`config.mk`:
```
export PLATFORM = sky130hd
export DESIGN_NAME = pea_top
export DESIGN_NICKNAME = d
export VERILOG_FILES = /design/src/hdl/pea_pkg.sv /design/src/hdl/pea_enable.sv /design/src/hdl/pea_fifo.sv /design/src/hdl/pea_firing_fsm.sv /design/src/hdl/pea_invoke_ctrl.sv /design/src/hdl/pea_top.sv
export SDC_FILE = /design/constraint.sdc
export NUM_CORES = 2
export LEC_CHECK = 0
export BUFFER_PORTS_ARGS = -buffer_cell sky130_fd_sc_hd__buf_2
export CORE_ASPECT_RATIO = 1.4
export CORE_MARGIN = 2
export CORE_UTILIZATION = 64
export CTS_CLUSTER_SIZE = 28
export DETAILED_ROUTE_END_ITERATION = 12
export PLACE_DENSITY = 0.81
export SLEW_MARGIN = 20
export SYNTH_ARGS = -nofsm -noshare
export SYNTH_HDL_FRONTEND = slang
export SYNTH_SLANG_ARGS = --single-unit
```
`constraint.sdc`:
```
create_clock -name clk -period 18.1 [get_ports clk]
set_input_delay 3.62 -clock clk [delete_from_list [all_inputs] [get_ports clk]]
set_output_delay 3.62 -clock clk [all_outputs]
set_load 0.01 [all_outputs]
```
`src/hdl/pea_pkg.sv`:
```
// Token sizes, token structs, opcode and status enums, and the data need rule of the actor
package pea_pkg;

   // --------------------------------------------------
   // Sizes
   // --------------------------------------------------

   // Width of a data token and of a command token
   localparam int word_size = 16;

   // Width of a result token and of a status token
   localparam int result_size = 32;

   // Default number of tokens that each FIFO holds
   localparam int fifo_depth = 16;

   // Width of a FIFO population or free count, wide enough to hold a full FIFO
   localparam int count_size = 5;

   // --------------------------------------------------
   // Command tokens
   // --------------------------------------------------

   // Opcodes carried in the upper byte of a command token
   typedef enum logic [7:0] {
      op_sum = 8'h01,
      op_max = 8'h02,
      op_dot = 8'h03
   } op_e;

   // Command token with the opcode on top, then the shift and the count
   typedef struct packed {
      op_e        op;
      logic [2:0] arg1;
      logic [4:0] b;
   } command_t;

   // --------------------------------------------------
   // Data, result and status tokens
   // --------------------------------------------------

   // Two's complement data token
   typedef logic signed [word_size-1:0] data_t;

   // Two's complement result token, sums wrap at this width
   typedef logic signed [result_size-1:0] result_t;

   // Outcome of one firing
   typedef enum logic [15:0] {
      st_ok          = 16'h0000,
      st_bad_op      = 16'h0001,
      st_empty_count = 16'h0002
   } status_code_e;

   // Status token with the firing number in the upper half
   typedef struct packed {
      logic [15:0]  firing_index;
      status_code_e code;
   } status_t;

   // --------------------------------------------------
   // Data need of a command
   // --------------------------------------------------

   // Number of data tokens that one firing of this command pops
   // DOT reads b pairs, so the need may reach twice the largest count
   function automatic logic [count_size:0] data_need(input command_t cmd);
      logic [count_size:0] need;
      need = '0;
      case (cmd.op)
         op_sum, op_max: need = {1'b0, cmd.b};
         op_dot:         need = {cmd.b, 1'b0};
         // Unknown opcodes pop no data at all
         default:        need = '0;
      endcase
      return need;
   endfunction

endpackage

```
`src/hdl/pea_enable.sv`:
```
// Fire readiness check of the actor from the head command and the FIFO counts
`timescale 1ns/1ps

module pea_enable (
   input  logic                           busy,
   input  pea_pkg::command_t              head_command,
   input  logic [pea_pkg::count_size-1:0] control_pop,
   input  logic [pea_pkg::count_size-1:0] data_pop,
   input  logic [pea_pkg::count_size-1:0] result_free,
   input  logic [pea_pkg::count_size-1:0] status_free,
   output logic                           enable
);

   import pea_pkg::*;

   // Data tokens that the head command would pop
   logic [count_size:0] need;

   // Separate terms of the firing rule
   logic have_command;
   logic have_data;
   logic have_space;

   // --------------------------------------------------
   // Firing rule
   // --------------------------------------------------

   // The head token means nothing while the control FIFO is empty,
   // so have_command masks whatever need comes out of it
   assign need = data_need(head_command);

   assign have_command = (control_pop != '0);

   // The population is widened by one bit to meet the need, which may reach twice a count
   assign have_data = ({1'b0, data_pop} >= need);

   // Each firing writes exactly one result and one status token
   assign have_space = (result_free != '0) && (status_free != '0);

   // Nothing is offered while a firing is under way or its FC is pending
   assign enable = !busy && have_command && have_data && have_space;

endmodule

```
`src/hdl/pea_fifo.sv`:
```
// Show-ahead token FIFO with population and free space counts
`timescale 1ns/1ps

module pea_fifo #(
   parameter int width = pea_pkg::word_size,
   parameter int depth = pea_pkg::fifo_depth
) (
   input  logic                         clk,
   input  logic                         rst,
   input  logic                         wr,
   input  logic [width-1:0]             wr_data,
   input  logic                         rd,
   output logic [width-1:0]             head,
   output logic [pea_pkg::count_size-1:0] pop,
   output logic [pea_pkg::count_size-1:0] free
);

   import pea_pkg::*;

   // Pointer width, kept at one bit for a single entry buffer
   localparam int ptr_size = (depth > 1) ? $clog2(depth) : 1;

   // Depth and last pointer value at the widths they are compared against
   localparam logic [count_size-1:0] depth_c = count_size'(depth);
   localparam logic [ptr_size-1:0] last_ptr = ptr_size'(depth - 1);

   logic [width-1:0] mem [depth];
   logic [ptr_size-1:0] rd_ptr;
   logic [ptr_size-1:0] wr_ptr;
   logic [count_size-1:0] count;

   // --------------------------------------------------
   // Storage
   // --------------------------------------------------

   // The slot under wr_ptr is always free when a producer writes
   always_ff @(posedge clk)
   begin
      if (wr)
         mem[wr_ptr] <= wr_data;
   end

   // --------------------------------------------------
   // Pointers and occupancy
   // --------------------------------------------------

   always_ff @(posedge clk)
   begin
      if (!rst)
      begin
         rd_ptr <= '0;
         wr_ptr <= '0;
         count  <= '0;
      end
      else
      begin
         // Pointers wrap at the last slot, so any depth works
         if (wr)
            wr_ptr <= (wr_ptr == last_ptr) ? '0 : wr_ptr + 1'b1;
         if (rd)
            rd_ptr <= (rd_ptr == last_ptr) ? '0 : rd_ptr + 1'b1;
         // A read and a write in the same cycle leave the count as it is
         case ({wr, rd})
            2'b10:   count <= count + 1'b1;
            2'b01:   count <= count - 1'b1;
            default: count <= count;
         endcase
      end
   end

   // The oldest token is visible without a read
   assign head = mem[rd_ptr];
   assign pop  = count;
   assign free = depth_c - count;

   // Producers and consumers honour the counts, so the buffer never over or under runs
   assert property (@(posedge clk) disable iff (!rst) wr |-> (free != '0));
   assert property (@(posedge clk) disable iff (!rst) rd |-> (pop != '0));

endmodule

```
`src/hdl/pea_firing_fsm.sv`:
```
// Firing FSM that pops a command and its data, computes, and writes result and status
`timescale 1ns/1ps

module pea_firing_fsm (
   input  logic              clk,
   input  logic              rst,
   input  logic              start,
   input  pea_pkg::command_t command_head,
   input  pea_pkg::data_t    data_head,
   output logic              control_rd,
   output logic              data_rd,
   output logic              result_wr,
   output logic              status_wr,
   output pea_pkg::result_t  result,
   output pea_pkg::status_t  status,
   output logic              done
);

   import pea_pkg::*;

   // One pass through these states is one firing
   typedef enum logic [2:0] {
      idle      = 3'd0,
      fetch_cmd = 3'd1,
      read_data = 3'd2,
      compute   = 3'd3,
      write     = 3'd4
   } state_e;

   // Smallest data token widened to a result, the starting point of MAX
   localparam result_t max_init = -32'sd32768;

   state_e state;
   command_t cmd_q;
   logic [count_size:0] need;
   logic [count_size:0] remaining;
   logic pair_second;
   data_t pair_first;
   result_t acc;
   result_t data_ext;
   result_t product;
   status_code_e code;
   result_t result_q;
   status_t status_q;
   logic [15:0] firing_index;

   // --------------------------------------------------
   // Datapath helpers
   // --------------------------------------------------

   // Need of the command at the head, read while it is being popped
   assign need = data_need(command_head);

   // Sign extension of the incoming token
   assign data_ext = data_head;

   // Signed product of the held first token and the second token of a pair
   assign product = pair_first * data_head;

   // An unknown opcode outranks an empty count
   always_comb
   begin
      if (!(cmd_q.op inside {op_sum, op_max, op_dot}))
         code = st_bad_op;
      else if (cmd_q.b == '0)
         code = st_empty_count;
      else
         code = st_ok;
   end

   // --------------------------------------------------
   // Sequencing
   // --------------------------------------------------

   always_ff @(posedge clk)
   begin
      if (!rst)
      begin
         state        <= idle;
         remaining    <= '0;
         pair_second  <= 1'b0;
         firing_index <= '0;
      end
      else
      begin
         case (state)
            idle:
               if (start) state <= fetch_cmd;
            fetch_cmd:
            begin
               // Commands without data skip straight to compute
               remaining   <= need;
               pair_second <= 1'b0;
               state       <= (need == '0) ? compute : read_data;
            end
            read_data:
            begin
               remaining   <= remaining - 1'b1;
               pair_second <= !pair_second;
               if (remaining == 1) state <= compute;
            end
            compute:
               state <= write;
            write:
            begin
               // The index in the status just written belongs to this firing
               firing_index <= firing_index + 1'b1;
               state        <= idle;
            end
            default:
               state <= idle;
         endcase
      end
   end

   // --------------------------------------------------
   // Accumulation and output tokens
   // --------------------------------------------------

   always_ff @(posedge clk)
   begin
      case (state)
         fetch_cmd:
         begin
            cmd_q <= command_head;
            acc   <= (command_head.op == op_max) ? max_init : '0;
         end
         read_data:
         begin
            case (cmd_q.op)
               op_sum: acc <= acc + data_ext;
               op_max: if (data_ext > acc) acc <= data_ext;
               op_dot:
               begin
                  // First token of a pair is held until its partner arrives
                  if (pair_second)
                     acc <= acc + product;
                  else
                     pair_first <= data_head;
               end
               default: acc <= acc;
            endcase
         end
         compute:
         begin
            // Failed firings give a zero result whatever sits in acc
            if (code != st_ok)
               result_q <= '0;
            else if (cmd_q.op == op_sum)
               result_q <= acc >>> cmd_q.arg1;
            else
               result_q <= acc;
            status_q <= '{firing_index: firing_index, code: code};
         end
         default: acc <= acc;
      endcase
   end

   assign control_rd = (state == fetch_cmd);
   assign data_rd    = (state == read_data);

   // Result, status and done share the single write cycle
   assign result_wr = (state == write);
   assign status_wr = (state == write);
   assign done      = (state == write);
   assign result    = result_q;
   assign status    = status_q;

   // A start that arrives while a firing is still open would be lost
   assert property (@(posedge clk) disable iff (!rst) start |-> (state == idle));

endmodule

```
`src/hdl/pea_invoke_ctrl.sv`:
```
// Top level firing FSM of the actor that turns invoke into start and reports FC
`timescale 1ns/1ps

module pea_invoke_ctrl (
   input  logic clk,
   input  logic rst,
   input  logic invoke,
   input  logic done,
   output logic start,
   output logic busy,
   output logic fc
);

   // Waits for invoke, starts the firing, then waits for its end
   typedef enum logic [1:0] {
      idle       = 2'b00,
      fire_start = 2'b01,
      fire_wait  = 2'b10
   } state_e;

   state_e state;

   // --------------------------------------------------
   // State register
   // --------------------------------------------------

   always_ff @(posedge clk)
   begin
      if (!rst)
         state <= idle;
      else
      begin
         case (state)
            idle:       if (invoke) state <= fire_start;
            // Start lasts a single cycle
            fire_start: state <= fire_wait;
            fire_wait:  if (done) state <= idle;
            default:    state <= idle;
         endcase
      end
   end

   // Start is high for the one cycle after invoke was taken
   assign start = (state == fire_start);
   assign busy  = (state != idle);

   // FC is the firing FSM done, seen while the firing is open
   assign fc = (state == fire_wait) && done;

   // The scheduler only invokes an enabled actor, and enable is low while busy
   assert property (@(posedge clk) disable iff (!rst) invoke |-> !busy);

   // The firing FSM ends a firing only after it was started from here
   assert property (@(posedge clk) disable iff (!rst) done |-> (state == fire_wait));

endmodule

```
`src/hdl/pea_top.sv`:
```
// Actor top level with four token FIFOs, the enable check, invoke control and the firing FSM
`timescale 1ns/1ps

module pea_top #(
   parameter int depth = pea_pkg::fifo_depth
) (
   input  logic                           clk,
   input  logic                           rst,
   input  logic                           control_wr,
   input  pea_pkg::command_t              control_token,
   input  logic                           data_wr,
   input  pea_pkg::data_t                 data_token,
   output logic [pea_pkg::count_size-1:0] control_free,
   output logic [pea_pkg::count_size-1:0] data_free,
   input  logic                           invoke,
   output logic                           enable,
   output logic                           fc,
   input  logic                           result_rd,
   input  logic                           status_rd,
   output pea_pkg::result_t               result_head,
   output pea_pkg::status_t               status_head,
   output logic [pea_pkg::count_size-1:0] result_pop,
   output logic [pea_pkg::count_size-1:0] status_pop
);

   import pea_pkg::*;

   // Input side, between the FIFOs and the firing FSM
   command_t control_head;
   data_t data_head;
   logic control_rd;
   logic data_rd;
   logic [count_size-1:0] control_pop;
   logic [count_size-1:0] data_pop;

   // Output side
   result_t result_in;
   status_t status_in;
   logic result_wr;
   logic status_wr;
   logic [count_size-1:0] result_free;
   logic [count_size-1:0] status_free;

   // Handshake between invoke control and the firing FSM
   logic busy;
   logic start;
   logic done;

   // --------------------------------------------------
   // Token FIFOs
   // --------------------------------------------------

   pea_fifo #(.width($bits(command_t)), .depth(depth)) control_fifo (
      .clk(clk), .rst(rst), .wr(control_wr), .wr_data(control_token), .rd(control_rd),
      .head(control_head), .pop(control_pop), .free(control_free));

   pea_fifo #(.width($bits(data_t)), .depth(depth)) data_fifo (
      .clk(clk), .rst(rst), .wr(data_wr), .wr_data(data_token), .rd(data_rd),
      .head(data_head), .pop(data_pop), .free(data_free));

   pea_fifo #(.width($bits(result_t)), .depth(depth)) result_fifo (
      .clk(clk), .rst(rst), .wr(result_wr), .wr_data(result_in), .rd(result_rd),
      .head(result_head), .pop(result_pop), .free(result_free));

   pea_fifo #(.width($bits(status_t)), .depth(depth)) status_fifo (
      .clk(clk), .rst(rst), .wr(status_wr), .wr_data(status_in), .rd(status_rd),
      .head(status_head), .pop(status_pop), .free(status_free));

   // --------------------------------------------------
   // Control and firing
   // --------------------------------------------------

   pea_enable enable_check (
      .busy(busy), .head_command(control_head), .control_pop(control_pop),
      .data_pop(data_pop), .result_free(result_free), .status_free(status_free),
      .enable(enable));

   pea_invoke_ctrl invoke_ctrl (
      .clk(clk), .rst(rst), .invoke(invoke), .done(done),
      .start(start), .busy(busy), .fc(fc));

   pea_firing_fsm firing_fsm (
      .clk(clk), .rst(rst), .start(start), .command_head(control_head),
      .data_head(data_head), .control_rd(control_rd), .data_rd(data_rd),
      .result_wr(result_wr), .status_wr(status_wr), .result(result_in),
      .status(status_in), .done(done));

endmodule

```
## After elaboration in Yosys (flattened, before gate mapping)

Memory sizes are Yosys's and may differ from the RTL's. A register that Yosys moved wholly into a read port is not among the register bits.
Index checks and enable logic that the tools add are counted.

| word-level totals | value |
|---|---|
| output and inout port bits | 86 |
| bits of input ports | 39 |
| word-level logic and storage cells | 165 |
| memories | 4 |
| bits in registers | 208 |
| bits in writable memories | 1536 |

Memory list:

| name | depth | bits a word | read ports | clocked after memory_dff | write ports | RTL line | text |
|---|---|---|---|---|---|---|---|
| result_fifo.mem | 16 | 32 | 1 | 1 | 1 | pea_fifo.sv:27 | `logic [width-1:0] mem [depth];` |
| status_fifo.mem | 16 | 32 | 1 | 1 | 1 | pea_fifo.sv:27 |  |
| control_fifo.mem | 16 | 16 | 1 | 1 | 1 | pea_fifo.sv:27 |  |
| data_fifo.mem | 16 | 16 | 1 | 1 | 1 | pea_fifo.sv:27 |  |

| cells by class | value |
|---|---|
| bitwise operators | 1 |
| order comparisons | 2 |
| eq/ne operators | 36 |
| mux-type cells | 44 |
| shifts and indexed selects | 1 |
| reduce and logical (&&, ||, !) cells | 27 |
| $mul | 1 |
| $add $sub $neg | 24 |

Operator list:

| cell | count |
|---|---|
| $mux 32 | 4 |
| $pmux 32 s3 | 1 |
| $mux 4 | 16 |
| $pmux 32 s2 | 1 |
| $pmux 5 s2 | 4 |
| $add 32x16->32 | 1 |
| $add 32x32->32 | 1 |
| $add 4x1->4 const B | 8 |
| $eq 4x4->1 const B | 8 |
| $eq 8x2->1 const B | 4 |
| $gt 16x32->1 | 1 |
| $mul 16x16->32 | 1 |
| $sshr 32x3->32 | 1 |
| $pmux 6 s2 | 2 |
| $add 5x1->5 const B | 4 |
| $sub 5x1->5 const B | 4 |
| $sub 5x5->5 const A | 4 |
| $add 16x1->16 const B | 1 |
| $eq 8x1->1 const B | 2 |
| $mux 16 | 1 |
| $reduce_bool 16->1 | 1 |
| $reduce_bool 5->1 | 3 |
| $pmux 3 s4 | 1 |
| $reduce_bool 2->1 | 6 |
| 30 further kinds | 56 |

## Depth between registers and ports, before layout

| depth | value |
|---|---|
| word-level depth | 6 |
| depth in mapped cells | 29 |
| mapped depth without buffers | 25 |

## Hierarchy

A second synthesis with hierarchy kept.

| unflattened totals | value |
|---|---|
| cells, all modules | 5039 |
| area total of the unflattened synthesis | 82165.1 µm² |

By module, submodules not included:

| module | seq. area each (µm²) | cells an instance | area each (µm²) | instances |
|---|---|---|---|---|
| pea_fifo at result_fifo ... | 15715.1 | 905 | 20114.3 | 2 |
| pea_fifo at control_fifo ... | 8027.7 | 515 | 10655.2 | 2 |
| pea_firing_fsm | 3943.8 | 2145 | 20231.9 | 1 |
| pea_enable | 0.0 | 45 | 310.3 | 1 |
| pea_invoke_ctrl | 40.0 | 9 | 83.8 | 1 |

## Worst setup path after synthesis

Ideal clock, no wire load.

| timing | value |
|---|---|
| kind | register -> register |
| from | register with a tool-made name |
| to | register firing_fsm.acc[31], data pin |
| arrival | 8.072 ns |
| buffers on the path | 4 |
| stages on the path, launching flop included | 28 |
| library setup time | 0.270 ns |
| path slack | 9.757 ns |
| required time | 17.830 ns |
| period minus slack after synthesis | 8.343 ns |
| cells stage by stage | dfxtp_1 buf_2 buf_2 buf_1 mux4_2 mux4_2 clkbuf_1 and2_1 fa_1 inv_1 fa_1 inv_1 fa_1 fa_1 fa_1 inv_1 fa_1 inv_1 ha_1 and3_1 a221o_1 a22oi_1 a41oi_1 o31a_1 o31ai_1 a21oi_1 o21ai_0 a31oi_1 |

RTL lines:

| item | RTL line | text |
|---|---|---|
| end signal, assigned | pea_firing_fsm.sv:126 | `acc <= (command_head.op == op_max) ? max_init : '0;` |
| end signal, assigned | pea_firing_fsm.sv:131 | `op_sum: acc <= acc + data_ext;` |
| end signal, assigned | pea_firing_fsm.sv:132 | `op_max: if (data_ext > acc) acc <= data_ext;` |
| end, declared | pea_firing_fsm.sv:39 | `result_t acc;` |

==> flow_summary.toml <==
[status]
outcome = "finished clean"

[yosys]
yosysTopAreaCell = "edfxtp_1"
synth_cell_types = 77
ys_seq_elements = 1522
seq_area_frac_synth_pct = 61.1
syn_area_per_cell_um2 = 16.6
ys.flop_type = "edfxtp_1"
netlist_area_um2 = 73300
synth_area_leaders = "edfxtp_1, mux4_2, fa_1"
async_flop_share_pct = 0
synth_top_area_share_pct = 58.4
synth-edff-count = 1426
yosys_warnings = 0
synthCells = 4409

[sta]
max-slew-margin-rel_pct = 20.9
drv_slew = 0
period_minus_slack_ps = 9900
hold_viol_final = 0
setup_tns_ps = 0
worst_pin_slew_ps = 1190
rsz0062_at_grt = "false"
clock-skew-final_ps = 41.6
fin_ws_ps = 8200
fin_crit_sh_pct = 54.7
setup_viol = 0
clock.fmax_ghz = 0.101

[worst_setup_path]
slowest_stage = "dfxtp_4"
path_buf_inv = 3
max_stage_delay_ps = 710
worstPathArrival_ps = 6280
path_cells = "buf_4 -> mux4_1 -> mux4_2 -> or4_4 -> nor3_4 -> and3_1 -> a22o_2 -> inv_1 -> ha_1 -> a21oi_1 -> nor2b_1 -> o21ai_0 -> nand2b_1 -> a21oi_1 -> nor3b_1 -> buf_2"
crit_fanout = 35
crit_required_ps = 14480
critPathTopFamily = "simple AND/OR/NAND/NOR gates"
start_kind = "flip-flop"
worstSetupPathType = "reg -> out"
crit_path_end_kind = "output port"
crit_top_cell = "a21oi_1"

[drt]
drt_iter0_drc = 3961
drc = 0
vias_per_cell = 6.46
wl_per_cell_um = 27.3
vias = 39674
ant_nets = 0
firstDrtPassIters = 5
routed_wl_mm = 168

[global_route]
antenna_found_initial = 9
grt-ovfl-total = 0
track_usage_pct = 29.5
grt_pass1_vias = 41920
grt_pass1_wl_mm = 257
grt_max_degree = 73

[worst_hold_path]
hp-class = "reg -> reg"

[clocking]
numCtsBuffers = 137
ctsHtreeMaxLevel = 4
clockBufferDepth = 3
clk_latency_ps = 790
holdBufCountCts = 0
clock-sinks = 1522
cts_setup_buffers = 0
clkSlewWorstSetupHoldPaths_ps = 60
cts_resized = 0
cts-root-buf = "clkbuf_16"
cts_tree = "done"

[floorplan]
pin_count = 125
fp.coreArea_um2 = 113000
core.rowCount = 146
die_area_um2 = 117000
start_util_pct = 64.6
die_x_um = 290
die_y_um = 404

[flow_run]
drv_cap = 0

[pwr]
p_per_area_nw_per_um2 = 159
p_switching_w = 0.00466
seqPwrFrac_pct = 30.6
p_sw_share_pct = 36.4
clkPwrFrac_pct = 23.9
leakagePower_nw = 28.3
combPwrFrac_pct = 45.5
max-vdd-ir-drop_mv = 0.249
internal_power_w = 0.00814

[layout]
areaGrowthSynthToFinish_pct = 9.56
drive_gt1_share_pct = 18.7
nets = 5085

[placement]
place.gp.congestion = 0.904
port_buffers = 110
place_ws_ps = 9000
post-dp-hpwl_mm = 98.9
==> cells in the final DEF (no fill, tap or decap), types with 14 or more instances in the layout <==
master	Yosys	routed
and3_1	21	21
conb_1	1	14
or3_1	18	18
nor2_1	200	198
clkbuf_16	0	138
dfxtp_1	96	86
edfxtp_1	1426	1426
a21o_1	29	29
xor2_1	37	37
bufinv_16	0	21
clkinv_2	0	21
nand2_1	223	223
a21oi_1	124	124
nor2b_1	14	14
mux2i_1	40	40
xnor2_1	64	64
mux4_1	14	14
clkbuf_1	129	24
nand2b_1	15	15
and2_2	1	25
inv_1	419	418
o21ai_0	61	60
buf_2	7	110
fa_1	297	297
ha_1	208	208
clkinv_1	4	29
o21bai_1	17	17
nor3_1	41	39
mux4_2	421	421
a211oi_1	46	46
buf_4	16	70
nand3_1	21	21
and2_1	189	165
==> metal layers <==
layer | global-route usage, % | vias up | part of all wire [%]
li1 | - | 16749 | -
met1 | 37.0 | 20591 | 36
met2 | 52.2 | 1916 | 53
met3 | 4.22 | 410 | 6.8
met4 | 11.6 | 8 | 3.9
met5 | 0 | - | 0.027
==> area by class of cell <==
cell class                 instances  area (um2)
sequential                      1522       44800
clock inverter                    88        1190
tap                             1480        1850
clock buffer                     164        3570
multi-input combinational       2274       26200
fill                            6715       33100
antenna                            3        7.51
inverter                         424        1590
timing repair buffer             182        1110
==> power by group through the flow <==
stage	clock [W]	sequential, W	combinational (W)
final	0.00305	0.00392	0.00583
after global routing	0.00321	0.00392	0.00660
after CTS	0.00308	0.00392	0.00581
after detailed placement	0	0.00399	0.00577
after global placement	0	0.00399	0.00568
after floorplan	0	0.00396	0.00457
==> cells in the mapped netlist, types with 8 or more instances <==
library cell / n
edfxtp_1: 1426
mux4_2: 421
inv_1: 419
fa_1: 297
nand2_1: 223
ha_1: 208
nor2_1: 200
and2_1: 189
clkbuf_1: 129
a21oi_1: 124
dfxtp_1: 96
xnor2_1: 64
o21ai_0: 61
buf_1: 47
a211oi_1: 46
nor3_1: 41
mux2i_1: 40
xor2_1: 37
a21o_1: 29
and3_1: 21
nand3_1: 21
or3_1: 18
o21bai_1: 17
buf_4: 16
nand2b_1: 15
mux4_1: 14
nor2b_1: 14
a311oi_1: 12
nand4_1: 12
a31oi_1: 11
a221oi_1: 10
nor4_1: 10
nor3b_1: 8
o21a_1: 8
==> worst paths after layout <==
check	start	to	slack, ps	depth (start not counted)
max	flip-flop	enable	8200	16
min	firing_fsm.firing_index[15]$_SDFFE_PN0P_	firing_fsm.status[31]$_DFFE_PP_	450	0
max reg2reg	flip-flop	firing_fsm.acc[31]$_DFFE_PP_	9020	24
min reg2reg	firing_fsm.firing_index[15]$_SDFFE_PN0P_	firing_fsm.status[31]$_DFFE_PP_	450	0
==> sequential cells by signal (all words and copies together), names as in the netlist, 16 cells and up, named ones only <==
signal,cells
firing_fsm.pair_first,16
firing_fsm.result,32
status_fifo.mem,288
firing_fsm.acc,32
firing_fsm.status,18
control_fifo.mem,256
firing_fsm.cmd_q,16
firing_fsm.firing_index,16
result_fifo.mem,512
data_fifo.mem,256
==> metrics by stage <==
| stage | hold slack (ps) | util [%] | area [um2] | total power (W) | cells |
|---|---|---|---|---|---|
| after CTS | 458 | 70.8 | 80300 | 0.0128 | 6133 |
| final | 452 | 70.8 | 80300 | 0.0128 | 6137 |
| after global routing | 467 | 70.8 | 80300 | 0.0137 | 6137 |
| after global placement | 416 | 66.5 | 75500 | 0.00967 | 5880 |
| after detailed placement | 426 | 66.6 | 75500 | 0.00976 | 5881 |
| after floorplan | 408 | - | 73300 | 0.00853 | 4422 |
==> cells by family (layout without fill, tap and decap cells) <==
family          after synthesis  in the layout  synth area share (%)
xor+xnor                    101            101                  1.21
buf+inv                     626            858                  3.33
fa+ha+maj                   505            505                  11.7
mux                         479            479                  14.0
simple gates                795            795                  5.32
other cells                   1             17               0.00512
compound gates              380            380                  3.37
flops                      1522           1522                  61.1
No activity file was read; power rests on OpenSTA's default activity.
